==> config.mk <==
export PLATFORM = sky130hd
export DESIGN_NAME = chip_comms_top
export DESIGN_NICKNAME = d
export VERILOG_FILES = /design/src/common/comms_pkg.sv /design/src/common/regmap_pkg.sv /design/src/comms/comms_timer.sv /design/src/comms/comms_ctrl.sv /design/src/design/config_regmap.sv /design/src/design/event_fifo.sv /design/src/design/fifo_rd_ctrl.sv /design/src/design/chip_comms_top.sv
export VERILOG_INCLUDE_DIRS = /design/src /design/src/common
export SDC_FILE = /design/constraint.sdc
export NUM_CORES = 1
export LEC_CHECK = 0
export BUFFER_PORTS_ARGS = -buffer_cell sky130_fd_sc_hd__buf_2
export CAP_MARGIN = 20
export CORE_MARGIN = 2
export CORE_UTILIZATION = 55
export CTS_BUF_LIST = sky130_fd_sc_hd__clkbuf_4
export DETAILED_ROUTE_END_ITERATION = 8
export GPL_TIMING_DRIVEN = 0
export HOLD_SLACK_MARGIN = 0.03
export PLACE_DENSITY_LB_ADDON = 0.08
export SLEW_MARGIN = 5
export SYNTH_ARGS = -nofsm -noshare
export SYNTH_HDL_FRONTEND = slang
export SYNTH_SLANG_ARGS = --single-unit
==> constraint.sdc <==
create_clock -name clk -period 7.7 [get_ports clk]
set_input_delay 1.54 -clock clk [delete_from_list [all_inputs] [get_ports clk]]
set_output_delay 1.54 -clock clk [all_outputs]
set_load 0.005 [all_outputs]
==> src/common/comms_params.svh <==
`ifndef COMMS_PARAMS_SVH
`define COMMS_PARAMS_SVH

`define COMMS_PACKET_WIDTH 32
`define COMMS_GLOBAL_ID 255     // broadcast chip id
`define COMMS_READ_LATENCY 5    // cycles spent in the register-read state
`define COMMS_TIMEOUT 15        // max cycles in the wait state
`define COMMS_FIFO_DEPTH 8
`define COMMS_REGMAP_DEPTH 16

// packet field positions
`define COMMS_KIND_MSB 1
`define COMMS_KIND_LSB 0
`define COMMS_ID_MSB 9
`define COMMS_ID_LSB 2
`define COMMS_ADDR_MSB 17
`define COMMS_ADDR_LSB 10
`define COMMS_DATA_MSB 25
`define COMMS_DATA_LSB 18
`define COMMS_REPLY_BIT 31      // set on a read reply

`endif

==> src/common/comms_pkg.sv <==
`include "comms_params.svh"

package comms_pkg;

    ////////////////////////////////////////////////////////////
    // packet as carried between the UARTs and the FIFO
    ////////////////////////////////////////////////////////////

    typedef logic [`COMMS_PACKET_WIDTH-1:0] packet_t;

    // kind field, bits 1..0 of every packet
    typedef enum logic [1:0] {
        DATA         = 2'd0,
        TEST         = 2'd1,
        CONFIG_WRITE = 2'd2,
        CONFIG_READ  = 2'd3
    } packet_kind_e;

endpackage

==> src/common/regmap_pkg.sv <==
package regmap_pkg;

    ////////////////////////////////////////////////////////////
    // configuration register map
    ////////////////////////////////////////////////////////////

    typedef logic [7:0] reg_addr_t;   // full address field, upper part unused
    typedef logic [7:0] reg_data_t;

endpackage

==> src/comms/comms_timer.sv <==
`timescale 1ns/1ps
`include "comms_params.svh"

module comms_timer (
    input  logic clk,
    input  logic reset_n,
    input  logic timer_run,   // count while high, clear while low
    output logic read_done,
    output logic timed_out
);

    logic [3:0] count;        // running cycles already completed
    logic [3:0] cycle_no;     // number of the current running cycle

    always_ff @(posedge clk or negedge reset_n) begin
        if (!reset_n)
            count <= '0;
        else if (!timer_run)
            count <= '0;
        else if (cycle_no != 4'(`COMMS_TIMEOUT))
            count <= count + 4'd1;               // holds once the timeout is reached
    end

    assign cycle_no = count + 4'd1;

    // thresholds only count while running
    assign read_done = timer_run && (cycle_no == 4'(`COMMS_READ_LATENCY));
    assign timed_out = timer_run && (cycle_no == 4'(`COMMS_TIMEOUT));

endmodule

==> src/comms/comms_ctrl.sv <==
`timescale 1ns/1ps
`include "comms_params.svh"

module comms_ctrl (
    input  logic                  clk,
    input  logic                  reset_n,
    input  comms_pkg::packet_t    rx_data,            // word from rx UART
    input  logic                  rx_data_flag,       // one-cycle pulse per rx word
    input  comms_pkg::packet_t    pre_event,          // event from the router
    input  logic                  load_event,
    input  logic [7:0]            chip_id,
    input  regmap_pkg::reg_data_t regmap_read_data,
    input  logic                  read_done,          // read latency elapsed
    input  logic                  timed_out,          // wait state too long
    output comms_pkg::packet_t    output_event,       // word to the FIFO
    output logic                  write_fifo_n,
    output regmap_pkg::reg_addr_t regmap_address,
    output regmap_pkg::reg_data_t regmap_write_data,
    output logic                  write_regmap,
    output logic                  read_regmap,
    output logic                  timer_run,
    output logic                  comms_busy
);

    typedef enum logic [2:0] {
        S_READY          = 3'h0,
        S_CONFIG_WRITE   = 3'h1,
        S_CONFIG_READ    = 3'h2,
        S_READ_LATCH     = 3'h3,
        S_PASS_ALONG     = 3'h4,
        S_WAIT_FOR_WRITE = 3'h5,
        S_WRITE_FIFO     = 3'h6,
        S_WAIT           = 3'h7
    } state_e;

    state_e                  state;
    state_e                  next_state;
    logic                    global_read_flag;  // forward the original after the reply
    comms_pkg::packet_kind_e rx_kind;
    logic [7:0]              rx_id;
    logic                    is_global;
    logic                    addressed;         // this chip or broadcast
    comms_pkg::packet_t      reply;

    ////////////////////////////////////////////////////////////
    // packet decode
    ////////////////////////////////////////////////////////////

    assign rx_kind   = comms_pkg::packet_kind_e'(rx_data[`COMMS_KIND_MSB:`COMMS_KIND_LSB]);
    assign rx_id     = rx_data[`COMMS_ID_MSB:`COMMS_ID_LSB];
    assign is_global = (rx_id == 8'(`COMMS_GLOBAL_ID));
    assign addressed = is_global || (rx_id == chip_id);

    // reply carries register value and our own id
    always_comb begin
        reply = rx_data;
        reply[`COMMS_DATA_MSB:`COMMS_DATA_LSB] = regmap_read_data;
        reply[`COMMS_ID_MSB:`COMMS_ID_LSB] = chip_id;
    end

    ////////////////////////////////////////////////////////////
    // state machine
    ////////////////////////////////////////////////////////////

    always_ff @(posedge clk or negedge reset_n) begin
        if (!reset_n)
            state <= S_READY;
        else
            state <= next_state;
    end

    always_comb begin
        next_state = S_READY;
        case (state)
            S_READY: begin
                if (rx_data_flag && addressed && rx_kind == comms_pkg::CONFIG_WRITE)
                    next_state = S_CONFIG_WRITE;
                else if (rx_data_flag && addressed && rx_kind == comms_pkg::CONFIG_READ)
                    next_state = S_CONFIG_READ;
                else if (rx_data_flag)
                    next_state = S_PASS_ALONG;
                else if (load_event)
                    next_state = S_WAIT_FOR_WRITE;
            end
            S_CONFIG_WRITE:   next_state = is_global ? S_PASS_ALONG : S_WAIT;
            S_CONFIG_READ:    next_state = read_done ? S_READ_LATCH : S_CONFIG_READ;
            S_READ_LATCH:     next_state = S_WRITE_FIFO;
            S_PASS_ALONG:     next_state = S_WRITE_FIFO;
            S_WAIT_FOR_WRITE: next_state = S_WRITE_FIFO;
            S_WRITE_FIFO:     next_state = (is_global && global_read_flag) ? S_PASS_ALONG : S_WAIT;
            S_WAIT:           next_state = (!rx_data_flag || timed_out) ? S_READY : S_WAIT;
            default:          next_state = S_READY;
        endcase
    end

    ////////////////////////////////////////////////////////////
    // outputs, registered from the next state
    ////////////////////////////////////////////////////////////

    always_ff @(posedge clk or negedge reset_n) begin
        if (!reset_n) begin
            output_event      <= '0;
            write_fifo_n      <= 1'b1;
            regmap_address    <= '0;
            regmap_write_data <= '0;
            write_regmap      <= 1'b0;
            read_regmap       <= 1'b0;
            timer_run         <= 1'b0;
            comms_busy        <= 1'b0;
            global_read_flag  <= 1'b0;
        end else begin
            write_fifo_n      <= 1'b1;             // strobes default inactive
            regmap_address    <= '0;
            regmap_write_data <= '0;
            write_regmap      <= 1'b0;
            read_regmap       <= 1'b0;
            timer_run         <= (next_state == S_CONFIG_READ) || (next_state == S_WAIT);
            comms_busy        <= (next_state != S_READY);
            case (next_state)
                S_CONFIG_WRITE: begin
                    regmap_address    <= rx_data[`COMMS_ADDR_MSB:`COMMS_ADDR_LSB];
                    regmap_write_data <= rx_data[`COMMS_DATA_MSB:`COMMS_DATA_LSB];
                    write_regmap      <= 1'b1;
                end
                S_CONFIG_READ: begin
                    regmap_address <= rx_data[`COMMS_ADDR_MSB:`COMMS_ADDR_LSB];
                    read_regmap    <= 1'b1;
                    output_event   <= reply;           // settles before the latch
                    if (is_global)
                        global_read_flag <= 1'b1;
                end
                S_READ_LATCH:     output_event[`COMMS_REPLY_BIT] <= 1'b1; // mark as reply
                S_PASS_ALONG: begin
                    output_event     <= rx_data;       // unchanged copy
                    global_read_flag <= 1'b0;
                end
                S_WAIT_FOR_WRITE: output_event <= pre_event;
                S_WRITE_FIFO:     write_fifo_n <= 1'b0;
                default: ;
            endcase
        end
    end

endmodule

==> src/design/config_regmap.sv <==
`timescale 1ns/1ps
`include "comms_params.svh"

module config_regmap (
    input  logic                  clk,
    input  logic                  reset_n,
    input  regmap_pkg::reg_addr_t regmap_address,
    input  regmap_pkg::reg_data_t regmap_write_data,
    input  logic                  write_regmap,
    input  logic                  read_regmap,
    output regmap_pkg::reg_data_t regmap_read_data
);

    localparam int IDX_W = $clog2(`COMMS_REGMAP_DEPTH);

    regmap_pkg::reg_data_t regs [`COMMS_REGMAP_DEPTH];
    logic                  in_range;     // address inside the map
    logic [IDX_W-1:0]      idx;

    assign in_range = (regmap_address < 8'(`COMMS_REGMAP_DEPTH));
    assign idx      = regmap_address[IDX_W-1:0];

    always_ff @(posedge clk or negedge reset_n) begin
        if (!reset_n) begin
            for (int i = 0; i < `COMMS_REGMAP_DEPTH; i++)
                regs[i] <= '0;
        end else if (write_regmap && in_range) begin
            regs[idx] <= regmap_write_data;  // out-of-range writes dropped
        end
    end

    always_ff @(posedge clk or negedge reset_n) begin
        if (!reset_n)
            regmap_read_data <= '0;
        else if (read_regmap)
            regmap_read_data <= in_range ? regs[idx] : '0;
    end

endmodule

==> src/design/event_fifo.sv <==
`timescale 1ns/1ps
`include "comms_params.svh"

module event_fifo (
    input  logic               clk,
    input  logic               reset_n,
    input  comms_pkg::packet_t output_event,  // word from comms_ctrl
    input  logic               write_fifo_n,  // active low
    input  logic               read_fifo_n,   // active low
    output comms_pkg::packet_t fifo_data,     // head word, valid cycle after read
    output logic               fifo_empty,
    output logic               fifo_full
);

    localparam int PTR_W = $clog2(`COMMS_FIFO_DEPTH);

    comms_pkg::packet_t mem [`COMMS_FIFO_DEPTH];
    logic [PTR_W-1:0]   wr_ptr;
    logic [PTR_W-1:0]   rd_ptr;
    logic [PTR_W:0]     count;
    logic               wr_en;
    logic               rd_en;

    assign wr_en      = !write_fifo_n && !fifo_full;
    assign rd_en      = !read_fifo_n && !fifo_empty;
    assign fifo_empty = (count == '0);
    assign fifo_full  = (count == (PTR_W + 1)'(`COMMS_FIFO_DEPTH));

    ////////////////////////////////////////////////////////////
    // pointers and occupancy
    ////////////////////////////////////////////////////////////

    always_ff @(posedge clk or negedge reset_n) begin
        if (!reset_n) begin
            wr_ptr <= '0;
            rd_ptr <= '0;
            count  <= '0;
        end else begin
            if (wr_en)
                wr_ptr <= wr_ptr + 1'b1;         // wraps at depth
            if (rd_en)
                rd_ptr <= rd_ptr + 1'b1;
            case ({wr_en, rd_en})
                2'b10:   count <= count + 1'b1;
                2'b01:   count <= count - 1'b1;
                default: count <= count;
            endcase
        end
    end

    // storage and read register
    always_ff @(posedge clk) begin
        if (wr_en)
            mem[wr_ptr] <= output_event;
        if (rd_en)
            fifo_data <= mem[rd_ptr];
    end

endmodule

==> src/design/fifo_rd_ctrl.sv <==
`timescale 1ns/1ps

module fifo_rd_ctrl (
    input  logic               clk,
    input  logic               reset_n,
    input  logic               fifo_empty,
    input  logic               tx_busy,      // tx UART sending
    input  comms_pkg::packet_t fifo_data,
    output logic               read_fifo_n,  // active low
    output logic               ld_tx_data,   // one-cycle load strobe
    output comms_pkg::packet_t tx_data
);

    typedef enum logic [1:0] {
        R_IDLE = 2'd0,
        R_READ = 2'd1,
        R_HOLD = 2'd2   // load issued, wait for the UART to go busy
    } rd_state_e;

    rd_state_e state;

    always_ff @(posedge clk or negedge reset_n) begin
        if (!reset_n) begin
            state       <= R_IDLE;
            read_fifo_n <= 1'b1;
            ld_tx_data  <= 1'b0;
        end else begin
            read_fifo_n <= 1'b1;
            ld_tx_data  <= 1'b0;
            case (state)
                R_IDLE: if (!fifo_empty && !tx_busy) begin
                    read_fifo_n <= 1'b0;
                    state       <= R_READ;
                end
                R_READ: begin
                    ld_tx_data <= 1'b1;       // fifo_data valid next cycle
                    state      <= R_HOLD;
                end
                R_HOLD: if (tx_busy)
                    state <= R_IDLE;          // busy seen, idle waits for it to drop
                default: state <= R_IDLE;
            endcase
        end
    end

    assign tx_data = fifo_data;

endmodule

==> src/design/chip_comms_top.sv <==
`timescale 1ns/1ps

module chip_comms_top (
    input  logic               clk,
    input  logic               reset_n,
    input  logic [7:0]         chip_id,
    input  comms_pkg::packet_t rx_data,
    input  logic               rx_data_flag,
    input  comms_pkg::packet_t pre_event,
    input  logic               load_event,
    input  logic               tx_busy,
    output comms_pkg::packet_t tx_data,
    output logic               ld_tx_data,
    output logic               comms_busy
);

    comms_pkg::packet_t    output_event;
    comms_pkg::packet_t    fifo_data;
    logic                  write_fifo_n;
    logic                  read_fifo_n;
    logic                  fifo_empty;
    logic                  fifo_full;      // watched by the checker
    regmap_pkg::reg_addr_t regmap_address;
    regmap_pkg::reg_data_t regmap_write_data;
    regmap_pkg::reg_data_t regmap_read_data;
    logic                  write_regmap;
    logic                  read_regmap;
    logic                  timer_run;
    logic                  read_done;
    logic                  timed_out;

    ////////////////////////////////////////////////////////////
    // control
    ////////////////////////////////////////////////////////////

    comms_ctrl u_ctrl (
        .clk               (clk),
        .reset_n           (reset_n),
        .rx_data           (rx_data),
        .rx_data_flag      (rx_data_flag),
        .pre_event         (pre_event),
        .load_event        (load_event),
        .chip_id           (chip_id),
        .regmap_read_data  (regmap_read_data),
        .read_done         (read_done),
        .timed_out         (timed_out),
        .output_event      (output_event),
        .write_fifo_n      (write_fifo_n),
        .regmap_address    (regmap_address),
        .regmap_write_data (regmap_write_data),
        .write_regmap      (write_regmap),
        .read_regmap       (read_regmap),
        .timer_run         (timer_run),
        .comms_busy        (comms_busy)
    );

    comms_timer u_timer (
        .clk       (clk),
        .reset_n   (reset_n),
        .timer_run (timer_run),
        .read_done (read_done),
        .timed_out (timed_out)
    );

    ////////////////////////////////////////////////////////////
    // data path
    ////////////////////////////////////////////////////////////

    config_regmap u_regmap (
        .clk               (clk),
        .reset_n           (reset_n),
        .regmap_address    (regmap_address),
        .regmap_write_data (regmap_write_data),
        .write_regmap      (write_regmap),
        .read_regmap       (read_regmap),
        .regmap_read_data  (regmap_read_data)
    );

    event_fifo u_fifo (
        .clk          (clk),
        .reset_n      (reset_n),
        .output_event (output_event),
        .write_fifo_n (write_fifo_n),
        .read_fifo_n  (read_fifo_n),
        .fifo_data    (fifo_data),
        .fifo_empty   (fifo_empty),
        .fifo_full    (fifo_full)
    );

    fifo_rd_ctrl u_rd_ctrl (
        .clk         (clk),
        .reset_n     (reset_n),
        .fifo_empty  (fifo_empty),
        .tx_busy     (tx_busy),
        .fifo_data   (fifo_data),
        .read_fifo_n (read_fifo_n),
        .ld_tx_data  (ld_tx_data),
        .tx_data     (tx_data)
    );

endmodule

==> results.py, run 1 <==
metrics = {
    "final_layout": {
        "nets": 1511,
        "multi_input_area_um2": 6330,
        "drive_gt1_share_pct": 45.3,
        "area_growth_pct": 15.0,
        "fillers": 2691,
        "regArea_um2": 13900,
    },
    "cts": {
        "cts_buffers": 130,
        "cts_resized": 0,
        "clock-sinks": 499,
        "clockBufferDepth": 3,
        "ctsHtreeMaxLevel": 4,
        "cts_hold_buf": 0,
        "cts-root-buf": "clkbuf_4",
        "postCtsSetupRepairBufs": 0,
        "cts_tree": "yes",
        "clk_latency_ns": 0.83,
        "clk_pin_slew_ns": 0.07,
    },
    "min_path": {
        "min_path_type": "flip-flop to flip-flop",
    },
    "synthesis": {
        "synth_top_cell_by_area": "edfxtp_1",
        "ys_top_cells_by_area": "edfxtp_1 42%, dfrtp_1 25%, mux4_2 11%",
        "yosysSeqAreaShare_pct": 67.5,
        "synth_common_cells": "288 x edfxtp_1, 209 x dfrtp_1, 162 x mux2_2",
        "avgSynthCellArea_um2": 17.9,
        "synth_most_common_cell": "edfxtp_1",
        "synthDistinctLibCells": 60,
        "synth_top_area_share_pct": 41.9,
        "synth-seq-cells": 499,
        "synth_cells": 1156,
        "synth-async-reset-ratio_pct": 42.3,
        "synth_ff_type": "edfxtp_1",
        "syn_nets": 1242,
        "synth_edf_count": 288,
        "syn-cell-area_um2": 20600,
        "ys_warn_count": 0,
    },
    "global_routing": {
        "antenna_found_initial": 1,
        "grt_use_total_pct": 25.2,
        "grt_start_max_net_pins": 107,
        "grt_overflow": 0,
        "grt_pass1_wl_mm": 71.9,
        "grt_pass1_vias": 12400,
    },
    "detailed_routing": {
        "wl_per_cell_um": 23.6,
        "firstDrtPassIters": 5,
        "vias": 11500,
        "drt_iter0_markers": 784,
        "detail-route-antenna-nets": 0,
        "drc": 0,
        "viasPerCell": 5.82,
        "totalWireLength_mm": 46.8,
    },
    "floorplan": {
        "core_area_um2": 36800,
        "row_count": 70,
        "initial_utilization_pct": 56.1,
        "io_pins": 111,
        "die_height_um": 198,
        "die_x_um": 198,
        "die_area_um2": 39100,
    },
    "worst_setup_path": {
        "cp_data_arrival_time_ns": 4.14,
        "critical_path_class": "input pin to flip-flop",
        "cp.required_ns": 8.36,
        "startpoint_type": "input pin",
        "cp-end-kind": "flip-flop",
        "critPathMaxFanout": 10,
    },
    "sta": {
        "fmax_ghz": 0.287,
        "tightestPinTransition_ns": 1.10,
        "setup_viol": 0,
        "post-route-period-util_pct": 45.2,
        "rsz0062_at_grt": "no",
        "finalMaxSlewViolations": 0,
        "tns_ns": 0,
        "setup_ws_ns": 4.22,
        "slew_headroom_pct": 26.5,
        "hold_violations": 0,
        "holdWs_ns": 0.463,
        "finalClockSkew_ns": 0.0659,
        "period_minus_slack_ns": 3.48,
    },
    "place": {
        "gp_congestion": 0.790,
        "numPortBuffers": 110,
        "hpwlAfterDp_mm": 31.7,
        "place_ws_ns": 3.40,
    },
    "run_status": {
        "outcome": "finished clean",
    },
    "pwr": {
        "p_per_area_nw_per_um2": 351,
        "ir_drop_v": 0.000163,
        "leakage_nw": 9.29,
    },
    "run": {
        "maxCapViolCount": 0,
    },
}
## power by group
part / internal [mW] / switching (mW) / leakage [nW]
sequential: 3.51 / 0.321 / 5.41
clock: 1.15 / 1.02 / 0.942
combinational: 1.03 / 1.29 / 2.93
total: 5.69 / 2.63 / 9.29
## state kept, by name, summed over array words and instances, names as in the netlist, 4 cells and up
| register | cells |
|---|---|
| u_fifo.count | 4 |
| u_regmap.regs | 128 |
| u_ctrl.regmap_write_data | 8 |
| u_ctrl.regmap_address | 8 |
| u_ctrl.output_event | 32 |
| u_timer.count | 4 |
| u_regmap.regmap_read_data | 8 |
| u_fifo.fifo_data | 32 |
| u_fifo.mem | 256 |
## final cells by class
| class | count | share of cell area, % |
|---|---|---|
| Sequential cell | 499 | 58.7 |
| Multi-Input combinational cell | 567 | 26.7 |
| Clock buffer | 189 | 5.98 |
| Timing Repair Buffer | 137 | 3.80 |
| Tap cell | 468 | 2.47 |
| Buffer | 62 | 1.40 |
| Clock inverter | 27 | 0.559 |
| Inverter | 28 | 0.443 |
| Antenna cell | 2 | 0.0211 |
## path summary, 6_finish.rpt
path                                                     from                            endpoint  cells past startpoint  slack (ns)
hold / removal                 u_rd_ctrl.state[0]$_DFFE_PN0P_      u_rd_ctrl.state[0]$_DFFE_PN0P_                      1        0.46
setup / recovery                                   rx_data[9]  u_ctrl.output_event[5]$_DFFE_PN0P_                     10        4.22
setup reg to reg           u_ctrl.regmap_address[7]$_DFF_PN0_       u_regmap.regs[77]$_DFFE_PN0P_                      6        4.65
max in group asynchronous                             reset_n       u_regmap.regs[88]$_DFFE_PN0P_                      2        5.81
hold reg to reg                u_rd_ctrl.state[0]$_DFFE_PN0P_      u_rd_ctrl.state[0]$_DFFE_PN0P_                      1        0.46
min in group asynchronous                             reset_n      u_regmap.regs[116]$_DFFE_PN0P_                      1        0.82
## routing by layer
metal  GRT usage (%)  share of wire [%]
met5               0                  0
met4            12.6                3.8
met3            5.13                5.6
met2            41.0                 50
met1            32.8                 41
## kinds of logic after synthesis
group	Yosys count	share of synthesized area [%]
AOI/OAI and AO/OA	71	3.37
and+or+nand+nor	185	4.64
DFF	499	67.5
adders and majority gates	9	0.582
muxes	284	21.1
buffers and inverters	90	2.12
xor gates and xnor gates	18	0.764
## critical path, cell delays in order
cell and delay (ns):
buf_2 0.14, xor2_1 0.23, nor4_2 0.71, a211o_1 0.31
nand3_1 0.13, a21oi_4 0.41, nand2b_1 0.16, buf_4 0.17
buf_8 0.19, a41oi_2 0.11
## through the flow
stage	power [mW]	instance area (µm²)	utilization, %	cells
after detailed placement	6.23	22200	60.3	1761
after global routing	8.76	23700	64.5	1979
after CTS	8.42	23700	64.5	1977
final	8.32	23700	64.5	1979
after global placement	6.11	21800	59.2	1734
after floorplan	5.35	20600	-	1156
## cell usage in the layout (no fill, tap or decap), types with 9 or more instances in the layout
cell | netlist | final
edfxtp_1 | 288 | 288
dfrtp_1 | 209 | 209
clkbuf_4 | 0 | 189
mux2_2 | 162 | 162
buf_2 | 19 | 128
mux4_2 | 104 | 104
nand2_1 | 50 | 50
nor3_1 | 37 | 35
inv_1 | 28 | 28
clkbuf_1 | 25 | 25
nand3_1 | 20 | 20
nor2_1 | 22 | 19
clkinv_1 | 0 | 19
mux2i_1 | 18 | 18
and2_1 | 16 | 16
a41oi_2 | 16 | 16
buf_6 | 3 | 15
a21oi_2 | 15 | 15
xor2_1 | 14 | 14
buf_4 | 2 | 10
buf_1 | 9 | 9
(Power assumes the default switching activity.)
==> run 2, diff against run 1 <==
--- a/config.mk
+++ b/config.mk
@@ -6,6 +6,7 @@
 export SDC_FILE = /design/constraint.sdc
 export NUM_CORES = 1
 export LEC_CHECK = 0
+export ABC_AREA = 1
 export BUFFER_PORTS_ARGS = -buffer_cell sky130_fd_sc_hd__buf_2
 export CAP_MARGIN = 20
 export CORE_MARGIN = 2
==> constraint.sdc (replaced) <==
create_clock -name clk -period 3.6 [get_ports clk]
set_input_delay 0.72 -clock clk [delete_from_list [all_inputs] [get_ports clk]]
set_output_delay 0.72 -clock clk [all_outputs]
set_load 0.005 [all_outputs]
==> results.py, run 2 <==
metrics = {
    "synthesis": {
        "syn_nets": 1986,
        "synth-seq-cells": 499,
        "ys_warn_count": 0,
        "synth_common_cells": "330 x nor2_1, 288 x edfxtp_1, 281 x nand2_1",
        "synth_top_cell_by_area": "edfxtp_1",
        "synth.mux.area_fraction_pct": 0,
        "synth_edf_count": 288,
        "avgSynthCellArea_um2": 10.9,
        "synth_cells": 1900,
        "synth_most_common_cell": "nor2_1",
        "ys_top_cells_by_area": "edfxtp_1 42%, dfrtp_1 25%, nor2_1 6.0%",
        "synth-adder-area-share_pct": 0.581,
        "yosysSeqAreaShare_pct": 67.4,
        "synth_top_area_share_pct": 41.8,
        "synth-async-reset-ratio_pct": 42.3,
        "synthXorXnorAreaFrac_pct": 0.514,
        "synth-compound-area-share_pct": 12.7,
        "synthDistinctLibCells": 50,
        "synth_ff_type": "edfxtp_1",
        "syn-cell-area_um2": 20700,
        "synth_top_family_by_area": "simple AND/OR/NAND/NOR gates",
        "synth_simple_gate_area_share_pct": 14.5,
    },
    "place": {
        "hpwlAfterDp_mm": 36.4,
        "place_ws_ns": 0.936,
        "gp_congestion": 0.884,
        "placedCellCount": 2495,
        "numPortBuffers": 110,
    },
    "cts": {
        "cts_tree": "yes",
        "cts_hold_buf": 1,
        "clk_latency_ns": 0.85,
        "cts_buffers": 130,
        "cts_resized": 0,
        "clockBufferDepth": 3,
        "clk_pin_slew_ns": 0.08,
        "postCtsSetupRepairBufs": 0,
        "cts-root-buf": "clkbuf_4",
        "ctsHtreeMaxLevel": 4,
        "clock-sinks": 499,
    },
    "final_layout": {
        "regMostFlops": "u_fifo.mem",
        "top_regs": "u_fifo.mem: 256 flops, u_regmap.regs: 128 flops",
        "finalNonFillerCells": 2726,
        "area_growth_pct": 15.3,
        "fin_util_pct": 63.9,
        "drive_gt1_share_pct": 18.6,
        "largest_register_ffs": 256,
        "layout_common_cells": "322 x nor2_1, 288 x edfxtp_1, 281 x nand2_1",
        "final_common_cell": "nor2_1",
        "nets": 2240,
    },
    "sta": {
        "slew_headroom_pct": 46.7,
        "setup_viol": 0,
        "hold_violations": 0,
        "post-route-period-util_pct": 74.1,
        "setup_ws_ns": 0.931,
        "finalClockSkew_ns": 0.0620,
        "fmax_ghz": 0.375,
        "period_minus_slack_ns": 2.67,
        "tightestPinTransition_ns": 0.800,
        "finalMaxSlewViolations": 0,
        "rsz0062_at_grt": "no",
    },
    "worst_setup_path": {
        "cpLargestDelayFamily": "buffers and inverters",
        "cp-startpoint": "u_fifo.rd_ptr[0]$_DFFE_PN0P_",
        "cp-end-kind": "flip-flop",
        "r2r_start": "u_fifo.rd_ptr[0]$_DFFE_PN0P_",
        "crit_chain": "inv_1, buf_2, clkbuf_1, clkbuf_1, nor2_1, o22ai_1, nor2_1, a31oi_1",
        "critPathMaxFanout": 10,
        "critical_path_class": "flip-flop to flip-flop",
        "cpPeakStageDelay_ns": 0.57,
        "cp_slowest_cell": "clkbuf_1",
        "cp_data_arrival_time_ns": 3.27,
        "startpoint_type": "flip-flop",
        "cp.required_ns": 4.20,
        "cp_num_buf_inv": 4,
    },
    "detailed_routing": {
        "totalWireLength_mm": 53.0,
        "wl_per_cell_um": 19.4,
        "viasPerCell": 5.57,
        "firstDrtPassIters": 5,
        "drc": 0,
        "drt_iter0_markers": 1082,
        "vias": 15200,
        "detail-route-antenna-nets": 0,
    },
    "floorplan": {
        "core_area_um2": 37300,
        "die_area_um2": 39200,
        "initial_utilization_pct": 55.4,
        "die_height_um": 198,
        "io_pins": 111,
        "row_count": 71,
        "die_x_um": 198,
    },
    "pwr": {
        "p_per_area_nw_per_um2": 813,
        "ir_drop_v": 0.000345,
        "finalPower_mw": 19.4,
        "leakage_nw": 9.81,
    },
    "global_routing": {
        "grt_start_max_net_pins": 93,
        "grt_pass1_vias": 15000,
        "grt_pass1_wl_mm": 82.2,
        "antenna_found_initial": 2,
        "grt_use_total_pct": 27.9,
        "grt_overflow": 0,
    },
    "run": {
        "maxCapViolCount": 0,
    },
    "min_path": {
        "min_path_type": "input pin to flip-flop",
        "hold_start": "rx_data[10]",
    },
    "run_status": {
        "outcome": "finished clean",
    },
}
==> run 2: changes by cell type in the layout (fill, tap and decap cells not counted), moves of 49 or more <==
cell	change
nor2_1	+303
mux2_2	-162
o21ai_0	+212
nand2_1	+231
a22oi_1	+55
clkbuf_1	+49
mux4_2	-104
inv_1	+70
a21oi_1	+58
==> run 2: cells by family (layout without fill, tap and decap cells) <==
kind of cell             count (synthesis)  in the layout
AO/OA/AOI/OAI                          452            452
AND/OR/NAND/NOR                        714            714
other                                    0              1
adder cells (fa/ha/maj)                  9              9
XOR/XNOR                                10             10
flip-flops                             499            499
buffers and inverters                  216            567
==> run 2: power breakdown <==
group	total [mW]	internal (mW)	switching [mW]
Sequential	8.31	7.55	0.756
Clock	4.82	2.52	2.30
Combinational	6.25	1.97	4.27
Total	19.4	12.0	7.33
==> run 2: metrics by stage <==
stage               hold WS (ns)  setup TNS, ns  cell area (µm²)
floorplan                  0.424              0            20700
global placement           0.450        -477.81            21800
detailed placement         0.470              0            22200
CTS                       0.0500              0            23800
global route              0.0671              0            23800
finish                     0.125              0            23800
==> run 2: cell type report <==
class	count	area, µm²
repair buffers	122	843
clock inverters	39	231
well taps	474	593
clock buffers	190	1430
fillers	3037	13500
flip-flops and latches	499	13900
diodes	1	2.50
inverters	112	428
plain buffers	104	475
multi-input cells	1185	5920
==> run 2: path summary, 6_finish.rpt <==
kind / depth (start not counted) / to / slack [ns]
setup / recovery: 8 / u_fifo.fifo_data[22]$_DFFE_PP_ / 0.93
hold / removal: 3 / u_ctrl.regmap_address[0]$_DFF_PN0_ / 0.13
setup reg to reg: 8 / u_fifo.fifo_data[22]$_DFFE_PP_ / 0.93
min in group asynchronous: 2 / u_ctrl.state[0]$_DFF_PN0_ / 0.40
hold reg to reg: 1 / u_rd_ctrl.ld_tx_data$_DFF_PN0_ / 0.47
max in group asynchronous: 4 / u_regmap.regs[99]$_DFFE_PN0P_ / 2.02
==> run 2: worst min-delay path: cells and delay by family <==
family        cells  cell delay (ns)
buf+inv           2             0.15
simple gates      1             0.05
==> run 2: metal layers <==
| layer | up-vias | wire, µm | GRT usage (%) |
|---|---|---|---|
| li1 | 7202 | - | - |
| met1 | 7341 | 22100 | 36.2 |
| met2 | 540 | 26200 | 46.3 |
| met3 | 101 | 3070 | 5.47 |
| met4 | 2 | 1480 | 11.6 |
| met5 | - | 13 | 0 |
